## config.mk

```make
export PLATFORM = sky130hd
export DESIGN_NAME = chip_block
export DESIGN_NICKNAME = d
export VERILOG_FILES = /design/src/logic/chip_pkg.sv /design/src/logic/chip_block.sv /design/src/logic/link_upstream.sv /design/src/logic/core_offset.sv /design/src/logic/link_downstream.sv /design/src/logic/tag_client.sv
export SDC_FILE = /design/constraint.sdc
export NUM_CORES = 1
export LEC_CHECK = 0
export ABC_AREA = 1
export BUFFER_PORTS_ARGS = -buffer_cell sky130_fd_sc_hd__buf_2
export CAP_MARGIN = 0
export CORE_MARGIN = 2
export CORE_UTILIZATION = 45
export CTS_BUF_LIST = sky130_fd_sc_hd__clkbuf_2 sky130_fd_sc_hd__clkbuf_4 sky130_fd_sc_hd__clkbuf_8
export DETAILED_ROUTE_END_ITERATION = 8
export GPL_TIMING_DRIVEN = 0
export PLACE_DENSITY_LB_ADDON = 0.2
export SYNTH_ARGS = -nofsm -noshare
export SYNTH_HDL_FRONTEND = slang
export SYNTH_SLANG_ARGS = --single-unit
export TNS_END_PERCENT = 30
```

## constraint.sdc

```tcl
create_clock -name clk_i -period 3.9 [get_ports clk_i]
set_clock_uncertainty 0.2 [all_clocks]
set_input_delay 0.39 -clock clk_i [delete_from_list [all_inputs] [get_ports clk_i]]
set_output_delay 0.39 -clock clk_i [all_outputs]
set_load 0.05 [all_outputs]
```

## src/logic/chip_pkg.sv

```systemverilog
/* Link, credit and tag constants shared by the chip block,
   plus the tag payload union decoded by the link and core nodes */

package chip_pkg;

  ////////////////////////////////////////
  // Link
  ////////////////////////////////////////

  localparam int LINK_WIDTH   = 16;

  // Tokens per link direction, also the receive buffer depth
  localparam int LINK_CREDITS = 4;

  localparam int LINK_PTR_BITS = $clog2(LINK_CREDITS);
  localparam int LINK_CNT_BITS = $clog2(LINK_CREDITS + 1);

  ////////////////////////////////////////
  // Tag
  ////////////////////////////////////////

  localparam int TAG_ID_BITS      = 2;
  localparam int TAG_PAYLOAD_BITS = 8;

  // Id and payload bits that follow the start bit
  localparam int TAG_FRAME_BITS = TAG_ID_BITS + TAG_PAYLOAD_BITS;
  localparam int TAG_CNT_BITS   = $clog2(TAG_FRAME_BITS);

  localparam logic [TAG_ID_BITS-1:0] TAG_NODE_LINK = TAG_ID_BITS'(0);
  localparam logic [TAG_ID_BITS-1:0] TAG_NODE_CORE = TAG_ID_BITS'(1);

  // Link node view
  typedef struct packed {
    logic [TAG_PAYLOAD_BITS-2:0] reserved;
    logic                        enable;
  } tag_link_s;

  // One payload word, read per node
  typedef union packed {
    tag_link_s                   link;
    logic [TAG_PAYLOAD_BITS-1:0] offset;
  } tag_payload_u;

endpackage
```

## src/logic/chip_block.sv

```systemverilog
/* Chip block top: tag gating, tag client, input link, core stage
   and output link on one clock */

module chip_block
  import chip_pkg::*;
  (input  logic                  clk_i
  ,input  logic                  arst_n_i

  ,input  logic                  tag_en_i
  ,input  logic                  tag_data_i

  ,input  logic                  link_v_i
  ,input  logic [LINK_WIDTH-1:0] link_data_i
  ,output logic                  link_token_o

  ,output logic                  link_v_o
  ,output logic [LINK_WIDTH-1:0] link_data_o
  ,input  logic                  link_token_i
  );

  ////////////////////////////////////////
  // Tag
  ////////////////////////////////////////

  logic                        tag_data_lo;
  logic                        link_enable;
  logic [TAG_PAYLOAD_BITS-1:0] offset_lo;

  // Bits sent with enable low read as zero
  assign tag_data_lo = tag_en_i & tag_data_i;

  tag_client tag
  (.clk_i         (clk_i      )
  ,.arst_n_i      (arst_n_i   )
  ,.tag_data_i    (tag_data_lo)
  ,.link_enable_o (link_enable)
  ,.core_offset_o (offset_lo  )
  );

  ////////////////////////////////////////
  // Input link
  ////////////////////////////////////////

  logic                  rx_valid;
  logic [LINK_WIDTH-1:0] rx_data;
  logic                  rx_ready;

  link_downstream link_in
  (.clk_i        (clk_i       )
  ,.arst_n_i     (arst_n_i    )
  ,.link_v_i     (link_v_i    )
  ,.link_data_i  (link_data_i )
  ,.link_token_o (link_token_o)
  ,.rx_valid_o   (rx_valid    )
  ,.rx_data_o    (rx_data     )
  ,.rx_ready_i   (rx_ready    )
  );

  ////////////////////////////////////////
  // Core complex
  ////////////////////////////////////////

  logic                  tx_valid;
  logic [LINK_WIDTH-1:0] tx_data;
  logic                  tx_ready;

  core_offset core
  (.clk_i      (clk_i      )
  ,.arst_n_i   (arst_n_i   )
  ,.enable_i   (link_enable)
  ,.offset_i   (offset_lo  )
  ,.rx_valid_i (rx_valid   )
  ,.rx_data_i  (rx_data    )
  ,.rx_ready_o (rx_ready   )
  ,.tx_valid_o (tx_valid   )
  ,.tx_data_o  (tx_data    )
  ,.tx_ready_i (tx_ready   )
  );

  ////////////////////////////////////////
  // Output link
  ////////////////////////////////////////

  link_upstream link_out
  (.clk_i        (clk_i       )
  ,.arst_n_i     (arst_n_i    )
  ,.tx_valid_i   (tx_valid    )
  ,.tx_data_i    (tx_data     )
  ,.tx_ready_o   (tx_ready    )
  ,.link_v_o     (link_v_o    )
  ,.link_data_o  (link_data_o )
  ,.link_token_i (link_token_i)
  );

endmodule

```

## src/logic/link_upstream.sv

```systemverilog
/* Output link sender with output register and credit counter */

module link_upstream
  import chip_pkg::*;
  (input  logic                  clk_i
  ,input  logic                  arst_n_i

  // From the core
  ,input  logic                  tx_valid_i
  ,input  logic [LINK_WIDTH-1:0] tx_data_i
  ,output logic                  tx_ready_o

  // Off-chip side
  ,output logic                  link_v_o
  ,output logic [LINK_WIDTH-1:0] link_data_o
  ,input  logic                  link_token_i
  );

  logic [LINK_CNT_BITS-1:0] credits_r;
  logic                     v_r;
  logic [LINK_WIDTH-1:0]    data_r;
  logic                     send;

  // Each word is on the link for one cycle, so the register is
  // always free again; only credits hold the core back
  assign tx_ready_o = (credits_r != '0);
  assign send       = tx_valid_i && tx_ready_o;

  ////////////////////////////////////////
  // Credits
  ////////////////////////////////////////

  always_ff @(posedge clk_i or negedge arst_n_i)
  begin
    if (!arst_n_i)
      credits_r <= LINK_CNT_BITS'(LINK_CREDITS);
    else
      credits_r <= credits_r + LINK_CNT_BITS'(link_token_i) - LINK_CNT_BITS'(send);
  end

  ////////////////////////////////////////
  // Output register
  ////////////////////////////////////////

  always_ff @(posedge clk_i or negedge arst_n_i)
  begin
    if (!arst_n_i)
      v_r <= 1'b0;
    else
      v_r <= send;
  end

  always_ff @(posedge clk_i)
  begin
    if (send)
      data_r <= tx_data_i;
  end

  assign link_v_o    = v_r;
  assign link_data_o = data_r;

endmodule

```

## src/logic/core_offset.sv

```systemverilog
/* Core stage that adds the tag offset to each word */

module core_offset
  import chip_pkg::*;
  (input  logic                        clk_i
  ,input  logic                        arst_n_i
  ,input  logic                        enable_i
  ,input  logic [TAG_PAYLOAD_BITS-1:0] offset_i

  ,input  logic                        rx_valid_i
  ,input  logic [LINK_WIDTH-1:0]       rx_data_i
  ,output logic                        rx_ready_o

  ,output logic                        tx_valid_o
  ,output logic [LINK_WIDTH-1:0]       tx_data_o
  ,input  logic                        tx_ready_i
  );

  logic                  full_r;
  logic [LINK_WIDTH-1:0] data_r;
  logic                  take;

  // Disabled stage still drains, it just stops taking
  assign rx_ready_o = enable_i && (!full_r || tx_ready_i);
  assign take       = rx_valid_i && rx_ready_o;

  always_ff @(posedge clk_i or negedge arst_n_i)
  begin
    if (!arst_n_i)
      full_r <= 1'b0;
    else if (take)
      full_r <= 1'b1;
    else if (tx_ready_i)
      full_r <= 1'b0;
  end

  // Sum wraps at the word width
  always_ff @(posedge clk_i)
  begin
    if (take)
      data_r <= rx_data_i + LINK_WIDTH'(offset_i);
  end

  assign tx_valid_o = full_r;
  assign tx_data_o  = data_r;

endmodule

```

## src/logic/link_downstream.sv

```systemverilog
/* Input link receiver, credit-sized buffer and token return */

module link_downstream
  import chip_pkg::*;
  (input  logic                  clk_i
  ,input  logic                  arst_n_i

  // Off-chip side
  ,input  logic                  link_v_i
  ,input  logic [LINK_WIDTH-1:0] link_data_i
  ,output logic                  link_token_o

  // Toward the core
  ,output logic                  rx_valid_o
  ,output logic [LINK_WIDTH-1:0] rx_data_o
  ,input  logic                  rx_ready_i
  );

  logic [LINK_WIDTH-1:0]    mem_r [LINK_CREDITS];
  logic [LINK_PTR_BITS-1:0] wr_ptr_r;
  logic [LINK_PTR_BITS-1:0] rd_ptr_r;
  logic [LINK_CNT_BITS-1:0] count_r;
  logic                     token_r;

  logic                     wr_fire;
  logic                     rd_fire;

  // Far end only sends while it holds a credit
  assign wr_fire = link_v_i;
  assign rd_fire = rx_valid_o && rx_ready_i;

  ////////////////////////////////////////
  // Buffer
  ////////////////////////////////////////

  always_ff @(posedge clk_i)
  begin
    if (wr_fire)
      mem_r[wr_ptr_r] <= link_data_i;
  end

  // Pointers wrap at the power-of-two depth
  always_ff @(posedge clk_i or negedge arst_n_i)
  begin
    if (!arst_n_i)
    begin
      wr_ptr_r <= '0;
      rd_ptr_r <= '0;
      count_r  <= '0;
    end
    else
    begin
      if (wr_fire)
        wr_ptr_r <= wr_ptr_r + LINK_PTR_BITS'(1);
      if (rd_fire)
        rd_ptr_r <= rd_ptr_r + LINK_PTR_BITS'(1);
      count_r <= count_r + LINK_CNT_BITS'(wr_fire) - LINK_CNT_BITS'(rd_fire);
    end
  end

  assign rx_valid_o = (count_r != '0);
  assign rx_data_o  = mem_r[rd_ptr_r];

  ////////////////////////////////////////
  // Token return
  ////////////////////////////////////////

  // One pulse per word drained
  always_ff @(posedge clk_i or negedge arst_n_i)
  begin
    if (!arst_n_i)
      token_r <= 1'b0;
    else
      token_r <= rd_fire;
  end

  assign link_token_o = token_r;

endmodule

```

## src/logic/tag_client.sv

```systemverilog
/* Serial tag frame receiver with the link enable and core offset
   registers */

module tag_client
  import chip_pkg::*;
  (input  logic                        clk_i
  ,input  logic                        arst_n_i
  ,input  logic                        tag_data_i
  ,output logic                        link_enable_o
  ,output logic [TAG_PAYLOAD_BITS-1:0] core_offset_o
  );

  logic                      busy_r;
  logic [TAG_CNT_BITS-1:0]   bit_cnt_r;
  logic [TAG_FRAME_BITS-1:0] shift_r;
  logic                      done_r;
  logic                      last_bit;

  logic [TAG_ID_BITS-1:0]    frame_id;
  tag_payload_u              frame_payload;

  logic                      enable_r;
  logic [TAG_PAYLOAD_BITS-1:0] offset_r;

  assign last_bit = busy_r && (bit_cnt_r == TAG_CNT_BITS'(TAG_FRAME_BITS - 1));

  ////////////////////////////////////////
  // Frame capture
  ////////////////////////////////////////

  // A one while idle is the start bit
  always_ff @(posedge clk_i or negedge arst_n_i)
  begin
    if (!arst_n_i)
    begin
      busy_r    <= 1'b0;
      bit_cnt_r <= '0;
      done_r    <= 1'b0;
    end
    else
    begin
      done_r <= last_bit;
      if (!busy_r)
      begin
        busy_r    <= tag_data_i;
        bit_cnt_r <= '0;
      end
      else
      begin
        bit_cnt_r <= bit_cnt_r + TAG_CNT_BITS'(1);
        if (last_bit)
          busy_r <= 1'b0;
      end
    end
  end

  // LSB arrives first, so shift in from the top
  always_ff @(posedge clk_i)
  begin
    if (busy_r)
      shift_r <= {tag_data_i, shift_r[TAG_FRAME_BITS-1:1]};
  end

  ////////////////////////////////////////
  // Node decode
  ////////////////////////////////////////

  assign frame_id      = shift_r[TAG_ID_BITS-1:0];
  assign frame_payload = shift_r[TAG_FRAME_BITS-1:TAG_ID_BITS];

  // Unknown ids are dropped here
  always_ff @(posedge clk_i or negedge arst_n_i)
  begin
    if (!arst_n_i)
    begin
      enable_r <= 1'b0;
      offset_r <= '0;
    end
    else if (done_r)
    begin
      if (frame_id == TAG_NODE_LINK)
        enable_r <= frame_payload.link.enable;
      else if (frame_id == TAG_NODE_CORE)
        offset_r <= frame_payload.offset;
    end
  end

  assign link_enable_o = enable_r;
  assign core_offset_o = offset_r;

endmodule

```

==> results of run 1 <==
## placed cells by master, fill, tap and decap left out, drive strengths merged, types with 6 or more instances in the layout
master and instances:
o22ai 7, buf 47, ha 18, nand3 22
inv 48, clkbuf 23, dfrtp 27, a21oi 12
xor2 10, o21ai 22, edfxtp 106, nor2 35
xnor2 6, mux2 6, dlygate4sd3 19, nand2 83
## logic make-up (layout without fill, tap and decap cells)
kind of cell    Yosys count  in the layout  share of synthesized area
xor+xnor                 16             16                     0.0254
flops                   134            134                      0.703
mux                       6              6                     0.0122
simple gates            146            146                      0.116
fa+ha+maj                21             21                     0.0516
buf+inv                  55            145                     0.0439
compound gates           47             47                     0.0473
## stage by stage
step                      hold slack (ps)  power, uW  setup WS, ps
after global routing                 21.1       6170           131
after floorplan                      -106       4010           994
final                                27.8       5730           357
after detailed placement              205       4550           377
after global placement                201       4470           380
after CTS                            9.04       5790           365
## flip-flops by register name (all words and copies together) (netlist names), 2 cells and up
| signal | flops |
|---|---|
| core.tx_data_o | 16 |
| link_in.rd_ptr_r | 2 |
| link_in.mem_r | 64 |
| tag.bit_cnt_r | 4 |
| link_in.count_r | 3 |
| link_out.link_data_o | 16 |
| tag.shift_r | 10 |
| tag.core_offset_o | 8 |
| link_out.credits_r | 3 |
| link_in.wr_ptr_r | 2 |
## report_power, final
part	internal, uW	leakage, uW	switching [uW]
combinational	680	0.00116	1440
clock	691	0.000216	516
sequential	2200	0.00134	188
total	3580	0.00272	2150
## timing repair
action,in CTS,in global routing
buffers inserted,0,0
hold buffers,19,0
hold endpoints to repair,93,0
gates resized for setup,0,0
## cells in the mapped netlist
master | number | area [um^2]
inv_2 | 6 | 22.5
nor2_2 | 3 | 18.8
fa_1 | 3 | 60.1
dfrtp_1 | 27 | 676
nand2_1 | 76 | 285
edfxtp_1 | 106 | 3180
nand3_2 | 2 | 20.0
nand2_2 | 7 | 43.8
o21bai_1 | 1 | 7.51
xnor2_1 | 6 | 52.6
nor3_1 | 1 | 5.00
dfstp_2 | 1 | 26.3
nor2_4 | 2 | 22.5
clkbuf_1 | 2 | 7.51
a31oi_1 | 3 | 18.8
buf_2 | 2 | 10.0
a21oi_1 | 11 | 55.1
mux2_2 | 6 | 67.6
o21ai_0 | 20 | 100
nand3b_1 | 2 | 15.0
nor2_1 | 30 | 113
nand3_1 | 20 | 100
ha_1 | 18 | 225
a21oi_2 | 1 | 8.76
xor2_1 | 10 | 87.6
o22ai_1 | 7 | 43.8
inv_1 | 39 | 146
or2_2 | 1 | 6.26
buf_6 | 3 | 33.8
o21ai_1 | 2 | 10.0
buf_4 | 3 | 22.5
nand4_1 | 2 | 12.5
a32oi_1 | 2 | 17.5
## layout make-up
cell class	count	area [um^2]
Multi-Input combinational cell	236	1400
Clock inverter	11	145
Tap cell	147	184
Sequential cell	134	3880
Inverter	45	169
Clock buffer	21	283
Buffer	10	73.8
Fill cell	998	5480
Timing Repair Buffer	58	385
## worst max-delay path, stage by stage (launching register included)
cell,delay (ps)
dfrtp_1,360
buf_4,160
inv_2,170
clkbuf_1,410
o21ai_0,170
o22ai_1,270
ha_1,230
inv_1,50
fa_1,390
o21ai_0,380
nand2_1,130
nand2_1,190
nand3_1,100
nand2_1,60
nand2_1,40
## worst min path at each step
stage | endpoint | cells after the start | start
after floorplan | core.tx_valid_o | 0 | arst_n_i
after global placement | link_out.link_data_o[1] | 0 | core.tx_data_o[1]
after detailed placement | link_out.link_data_o[8] | 0 | core.tx_data_o[8]
after CTS | tag.busy_r | 3 | tag_data_i
after global routing | tag.busy_r | 3 | tag_data_i
final | tag.busy_r | 3 | tag_data_i
## per-layer routing
metal	up-vias	global-route usage
li1	1610	-
met1	1494	0.199
met2	58	0.252
met3	9	0.0559
met4	0	0.0675
met5	-	0
==> flow_summary.toml, run 1 <==
[job]
maxCapViolations = 0

[cts]
clk_latency_ps = 450
cts_tree = "done"
h-tree-depth = 4
numCtsBuffers = 17
clockRootBuffer = "clkbuf_8"
cts_buffer_depth = 2
cts.sinks = 134
clkTransAtPathRegs_ps = 70

[grt]
grt_util_all_layers = 0.159
grt_pass1_vias = 3164
grt_max_degree = 29
grt_antenna_before_repair = 0
grt_overflow = 0
grt_pass1_wl_um = 15300

[setup_path]
rr_endpoint = "core.tx_data_o[14]"
crit_end = "core.tx_data_o[14]"
crit_start = "link_in.rd_ptr_r[1]"
r2r_start = "link_in.rd_ptr_r[1]"
reg2reg_depth = 14
cp-end-kind = "flop"
crit_type = "flop to flop"
crit_path_max_fanout = 10
cp-start-kind = "flop"
cp.arrival_ps = 3540
reg2reg_slack_ps = 360
worstPathRequired_ps = 3900

[timing]
fin_crit_sh = 0.909
hold_violations = 0
tightest_slew_ps = 952
slew_viol_final = 0
totalNegativeSetupSlack_ps = 0
fin_crit_ps = 3540
setup_viol = 0
timing.slew.headroom = 0.363
clock.fmax_mhz = 282
grt_setup_unrepaired = "no"

[power_and_ir_drop]
pwr_density_cell_nw_per_um2 = 877
p_leak_uw = 0.00272
ir_worst_vdd_v = 0.000400

[drt]
drc_errors = 0
wire_per_inst_um = 13.9
vias = 3171
first_pass_iters = 4
wl_met3_um = 401
viasPerCell = 4.79
wl_met1_um = 4300
wl_met2_um = 4380
drt_iter0_markers = 181
detail-route-antenna-nets = 0
dr.max_layer_used = "met4"
wl_um = 9180

[placement]
dp.cells = 611
gp_congestion = 0.763
post-dp-hpwl_um = 6090
place_area_um2 = 5910
portBuffers = 39

[yosys]
yosys.cell_types.count = 33
synth_warnings = 0
yosysSeqAreaShare = 0.703
avgSynthCellArea_um2 = 13.0
ys_ff_latch = 134
syn_area_um2 = 5520
synthCells = 425
synth_nets = 468

[die]
io_pins = 40
start_util = 0.460
rows = 40
dieArea_um2 = 13200
core_um2 = 12000
die_h_um = 115
die-width_um = 115

[worst_hold_path]
hold_class = "input pin to flop"

[cells_and_area]
n_antenna_cell = 0
post_route_cells_drive_above_1_share = 0.212
finalNetCount = 545
fin_area_um2 = 6530
final_cells = 662
post-route-util = 0.543
area_growth_pct = 18.2

[run_status]
status = "complete, no violations"
No activity file was read; power rests on OpenSTA's default activity.
==> inputs of run 2 (changes only) <==
Settings changed: ABC_AREA 1 to not set, PLACE_DENSITY_LB_ADDON 0.2 to not set.
==> run 2 against run 1 <==
  * Routed wire length shrank 13%
  * Combinational power down 25%
  * Die area is 3.9% lower
  * Clock power shrank 8%
  * Power decreased by 13%
  * Final area down 3.9%
  * Fmax is 2.4% lower
  * Sequential share of layout area up 2.4 points
  * Sequential power fell by 4%
  * Critical path type unchanged
  * Largest power group unchanged
  * Highest routed layer unchanged
==> flow_summary.toml, run 2 <==
[setup_path]
cp.arrival_ps = 3610
crit_type = "flop to flop"
crit_path_max_fanout = 10
cp-start-kind = "flop"
cp-end-kind = "flop"
worstPathRequired_ps = 3880

[die]
die_h_um = 113
die-width_um = 113
dieArea_um2 = 12700
io_pins = 40
rows = 39
start_util = 0.462
core_um2 = 11500

[power_and_ir_drop]
p_comb_frac = 0.319
swShare = 0.331
p_seq_frac = 0.458
ir_worst_vdd_v = 0.000370
pwr_density_cell_nw_per_um2 = 796
internal_power_uw = 3340
power.share.clock = 0.223
p_sw_uw = 1650
p_leak_uw = 0.00241

[cts]
cts_resized = 0
h-tree-depth = 4
cts_tree = "done"
cts.sinks = 134
clockRootBuffer = "clkbuf_8"
clk_latency_ps = 440
clkTransAtPathRegs_ps = 80
numCtsBuffers = 17
cts_buffer_depth = 2

[timing]
setup_viol = 0
clock.fmax_mhz = 276
totalNegativeSetupSlack_ps = 0
tightest_slew_ps = 886
timing.slew.headroom = 0.410
fin_crit_sh = 0.930
worst_hold_slack_ps = 69.8
slew_viol_final = 0
hold_violations = 0
grt_setup_unrepaired = "no"
fin_ws_ps = 271
fin_crit_ps = 3630

[drt]
first_pass_iters = 4
wl_um = 8020
wire_per_inst_um = 15.3
detail-route-antenna-nets = 0
vias = 2582
drt_iter0_markers = 156
drc_errors = 0
viasPerCell = 4.93

[placement]
pre_cts_ws_ps = 173
gp_congestion = 0.743
portBuffers = 39
post-dp-hpwl_um = 5060
dp.cells = 474
place_area_um2 = 5700

[worst_hold_path]
hold_class = "input pin to flop"

[yosys]
synthCells = 291
synth_flop_cell = "edfxtp_1"
synth_warnings = 0
synthAdderAreaFrac = 0.0538
yosys-top-cells-count = "edfxtp_1 (106), dfrtp_1 (27), inv_1 (19)"
yosysSeqAreaShare = 0.733
yosys-mux-area-fraction = 0.0906
syn_area_um2 = 5300
yosys.cell_types.count = 36
synth_top_area_cell = "edfxtp_1"
synth_nets = 334
ys_ff_latch = 134
yosys.area_share.simple = 0.0451
synth_most_common_cell = "edfxtp_1"
synth_xor_area_frac = 0.0363
synth_top_family_by_area = "multiplexers"
synth_compound_area_frac = 0.0227
netlist_top_cells_area = "edfxtp_1 (60%), dfrtp_1 (13%), mux4_2 (4.7%)"
synth_top_area_frac = 0.600
avgSynthCellArea_um2 = 18.2
postSynth.asyncResetShare = 0.209
synth-edff-count = 106

[cells_and_area]
largest_reg_flops = 64
n_antenna_cell = 0
area_growth_pct = 18.3
final_common_cell = "edfxtp_1"
final_cell_mix = "edfxtp_1 (106), buf_2 (41), dfrtp_1 (27)"
n_fill_cell = 891
post_route_cells_drive_above_1_share = 0.257
final_cells = 524
fin_area_um2 = 6270
finalNetCount = 411
registers.top_by_ff_count = "link_in.mem_r"

[grt]
grt_overflow = 0
grt_util_all_layers = 0.143
grt_pass1_wl_um = 13300
grt_antenna_before_repair = 0
grt_max_degree = 29
grt_pass1_vias = 2686

[job]
maxCapViolations = 0

[run_status]
status = "complete, no violations"
==> run 2: cell count changes after synthesis, sizes merged, moves of 4 or more <==
cell,delta
mux4,+16
nand2,-76
nor3,+5
buf,-5
a21oi,-6
and2,+7
inv,-26
o21ai,-18
xnor2,+10
o22ai,-7
nand3,-20
nor2b,+6
nor2,-22
xor2,-4
==> run 2: power by group through the flow <==
stage	sequential (uW)	clock, uW	combinational, uW
floorplan	2460	0	1050
global placement	2310	0	1540
detailed placement	2330	0	1600
CTS	2300	1160	1630
global route	2340	1220	1770
finish	2290	1110	1590
==> run 2: timing repair <==
action                                 4_1_cts  5_1_grt
setup endpoints to repair                    0        2
endpoints found under the hold margin       93        0
buffers inserted                             0        0
hold buffers                                19        0
==> run 2: worst max-delay path, cell delays in order (launching register included) <==
cell,delay (ps)
dfrtp_1,350
buf_6,160
buf_2,350
mux4_2,600
ha_1,220
inv_1,70
fa_1,200
nor2b_1,70
o31a_1,270
and4_1,230
o31ai_1,380
nor3_1,110
xor2_1,150
==> run 2: final cells by class <==
cell class | count | area (um^2) | area share
tap | 143 | 179 | 0.0285
clock buffer | 17 | 234 | 0.0373
buffer | 3 | 21.3 | 0.00339
timing repair buffer | 59 | 400 | 0.0638
multi-input combinational | 133 | 1320 | 0.211
sequential | 134 | 3880 | 0.619
inverter | 20 | 75.1 | 0.0120
clock inverter | 15 | 155 | 0.0247
==> run 2: kinds of logic (layout without fill, tap and decap cells) <==
family | count (synthesis) | count (layout)
flip-flops | 134 | 134
AND/OR/NAND/NOR | 46 | 46
adder cells (fa/ha/maj) | 21 | 21
XOR/XNOR | 22 | 22
buffers and inverters | 24 | 114
multiplexers | 25 | 25
AO/OA/AOI/OAI | 19 | 19
==> run 2: worst paths after layout <==
kind | startpoint | slack [ps] | depth (start not counted) | to
setup / recovery | link_in.rd_ptr_r[0] | 270 | 12 | core.tx_data_o[12]
hold / removal | tag_data_i | 70 | 2 | tag.shift_r[9]
setup reg to reg | link_in.rd_ptr_r[0] | 270 | 12 | core.tx_data_o[12]
hold reg to reg | core.tx_data_o[7] | 220 | 0 | link_out.link_data_o[7]
max in group asynchronous | arst_n_i | 2770 | 2 | link_in.wr_ptr_r[1]
min in group asynchronous | arst_n_i | 300 | 2 | tag.bit_cnt_r[1]
==> run 2: routing by layer <==
metal | global-route usage | vias up | part of all wire
met2 | 0.218 | 55 | 0.47
met3 | 0.0502 | 15 | 0.042
met5 | 0 | - | 0
li1 | - | 1249 | -
met1 | 0.180 | 1263 | 0.47
met4 | 0.0780 | 0 | 0.018
==> run 2: through the flow <==
step / utilization / power, uW
after global routing: 0.547 / 5330
after CTS: 0.547 / 5080
after global placement: 0.495 / 3850
after floorplan: - / 3510
after detailed placement: 0.497 / 3930
final: 0.547 / 4990
==> inputs of run 3 (changes only) <==
Settings changed: GPL_TIMING_DRIVEN 0 to not set.
==> run 3 against run 2 <==
  * Register-to-register slack improved by 290 ps
  * Die area unchanged
  * Sequential cell count unchanged
==> flow_summary.toml, run 3 (synthesized netlist as in run 2, its figures left out) <==
[run_status]
status = "complete, no violations"

[placement]
post-dp-hpwl_um = 5450
pre_cts_ws_ps = 559
portBuffers = 39
gp_congestion = 0.726
dp.cells = 472

[drt]
first_pass_iters = 4
wl_um = 8290
detail-route-antenna-nets = 0
drt_iter0_markers = 174
vias = 2564
wire_per_inst_um = 15.9
drc_errors = 0
viasPerCell = 4.91

[setup_path]
cp_slowest_cell = "mux4_2"
crit_path_max_fanout = 14
cp-start-kind = "flop"
reg2reg_slack_ps = 560
worstPathCellList = "buf_4 -> mux4_2 -> ha_1 -> a21o_1 -> a21oi_1 -> nor2b_1 -> o31ai_1 -> nor2_1 -> xor2_1"
reg2reg_depth = 9
cp-end-kind = "flop"
cp.arrival_ps = 3320
cpPeakStageDelay_ps = 540
crit_type = "flop to flop"
worstPathRequired_ps = 3890

[cts]
cts_resized = 0
clockRootBuffer = "clkbuf_8"
clkTransAtPathRegs_ps = 70
clk_latency_ps = 440
cts_buffer_depth = 2
h-tree-depth = 4
cts_tree = "done"
cts.sinks = 134
numCtsBuffers = 17

[worst_hold_path]
hold_class = "input pin to flop"
holdPathStages = 2

[die]
core_um2 = 11500
dieArea_um2 = 12700
die-width_um = 113
io_pins = 40
start_util = 0.462
rows = 39
die_h_um = 113

[power_and_ir_drop]
p_leak_uw = 0.00244
ir_worst_vdd_v = 0.000434
pwr_density_cell_nw_per_um2 = 827

[cells_and_area]
n_antenna_cell = 0
area_growth_pct = 19.7
final_cells = 522
largest_reg_flops = 64
n_fill_cell = 893
post_route_cells_drive_above_1_share = 0.256
finalNetCount = 409
post-route-util = 0.554
registers.top_by_ff_count = "link_in.mem_r"
final_common_cell = "edfxtp_1"
final_cell_mix = "edfxtp_1 (106), buf_2 (39), dfrtp_1 (27)"

[timing]
fin_ws_ps = 564
fin_crit_ps = 3340
slew_viol_final = 0
clock.fmax_mhz = 300
tightest_slew_ps = 1120
totalNegativeSetupSlack_ps = 0
fin_crit_sh = 0.855
timing.slew.headroom = 0.254
setup_viol = 0
hold_violations = 0
grt_setup_unrepaired = "no"

[grt]
grt_pass1_vias = 2694
grt_max_degree = 29
grt_pass1_wl_um = 13700
grt_antenna_before_repair = 0
grt_util_all_layers = 0.145
grt_overflow = 0

[job]
maxCapViolations = 0
-- run 3: final cells by class --
| type | count | area (um^2) | share of cell area |
|---|---|---|---|
| tap | 143 | 179 | 0.0282 |
| multi-input combinational | 133 | 1320 | 0.208 |
| clock buffer | 18 | 241 | 0.0380 |
| sequential | 134 | 3880 | 0.612 |
| clock inverter | 14 | 249 | 0.0392 |
| inverter | 20 | 75.1 | 0.0118 |
| timing repair buffer | 60 | 398 | 0.0627 |
-- run 3: critical path: cells and delay by family (launching register included) --
| kind | cells | cell delay (ps) |
|---|---|---|
| compound gates | 3 | 800 |
| xor+xnor | 1 | 160 |
| fa+ha+maj | 1 | 370 |
| buf+inv | 1 | 330 |
| flops | 1 | 510 |
| mux | 1 | 540 |
| simple gates | 2 | 180 |
-- run 3: power by group --
group	leakage [uW]	switching, uW	internal [uW]	total (uW)
Clock	0.000241	536	841	1380
Sequential	0.00134	210	2120	2330
Combinational	0.000862	903	643	1550
Total	0.00244	1650	3600	5250
-- run 3: through the flow --
| stage | total power, uW | cell area, um^2 | hold WS (ps) |
|---|---|---|---|
| finish | 5250 | 6350 | 44.0 |
| global route | 5590 | 6350 | 34.5 |
| CTS | 5320 | 6350 | 16.2 |
| detailed placement | 3910 | 5680 | 205 |
| global placement | 3860 | 5680 | 202 |
| floorplan | 3510 | 5300 | -106 |
-- run 3: final timing paths --
kind | start | end
worst min-delay path | link_v_i | link_in.wr_ptr_r[0]
max in group asynchronous | arst_n_i | link_out.link_v_o
min in group asynchronous | arst_n_i | tag.bit_cnt_r[0]
worst max-delay path | link_in.rd_ptr_r[0] | core.tx_data_o[14]
worst min register to register | core.tx_data_o[10] | link_out.link_data_o[10]
worst max register to register | link_in.rd_ptr_r[0] | core.tx_data_o[14]
-- run 3: per-layer routing --
metal / track usage / routed length [um] / vias up
li1: - / - / 1246
met1: 0.190 / 3920 / 1248
met2: 0.221 / 3880 / 56
met3: 0.0454 / 322 / 14
met4: 0.0707 / 171 / 0
met5: 0 / 0 / -
-- run 3: repair_timing --
action                                 4_1_cts  5_1_grt
hold buffers                                18        0
setup buffers                                0        0
endpoints found under the hold margin       92        0
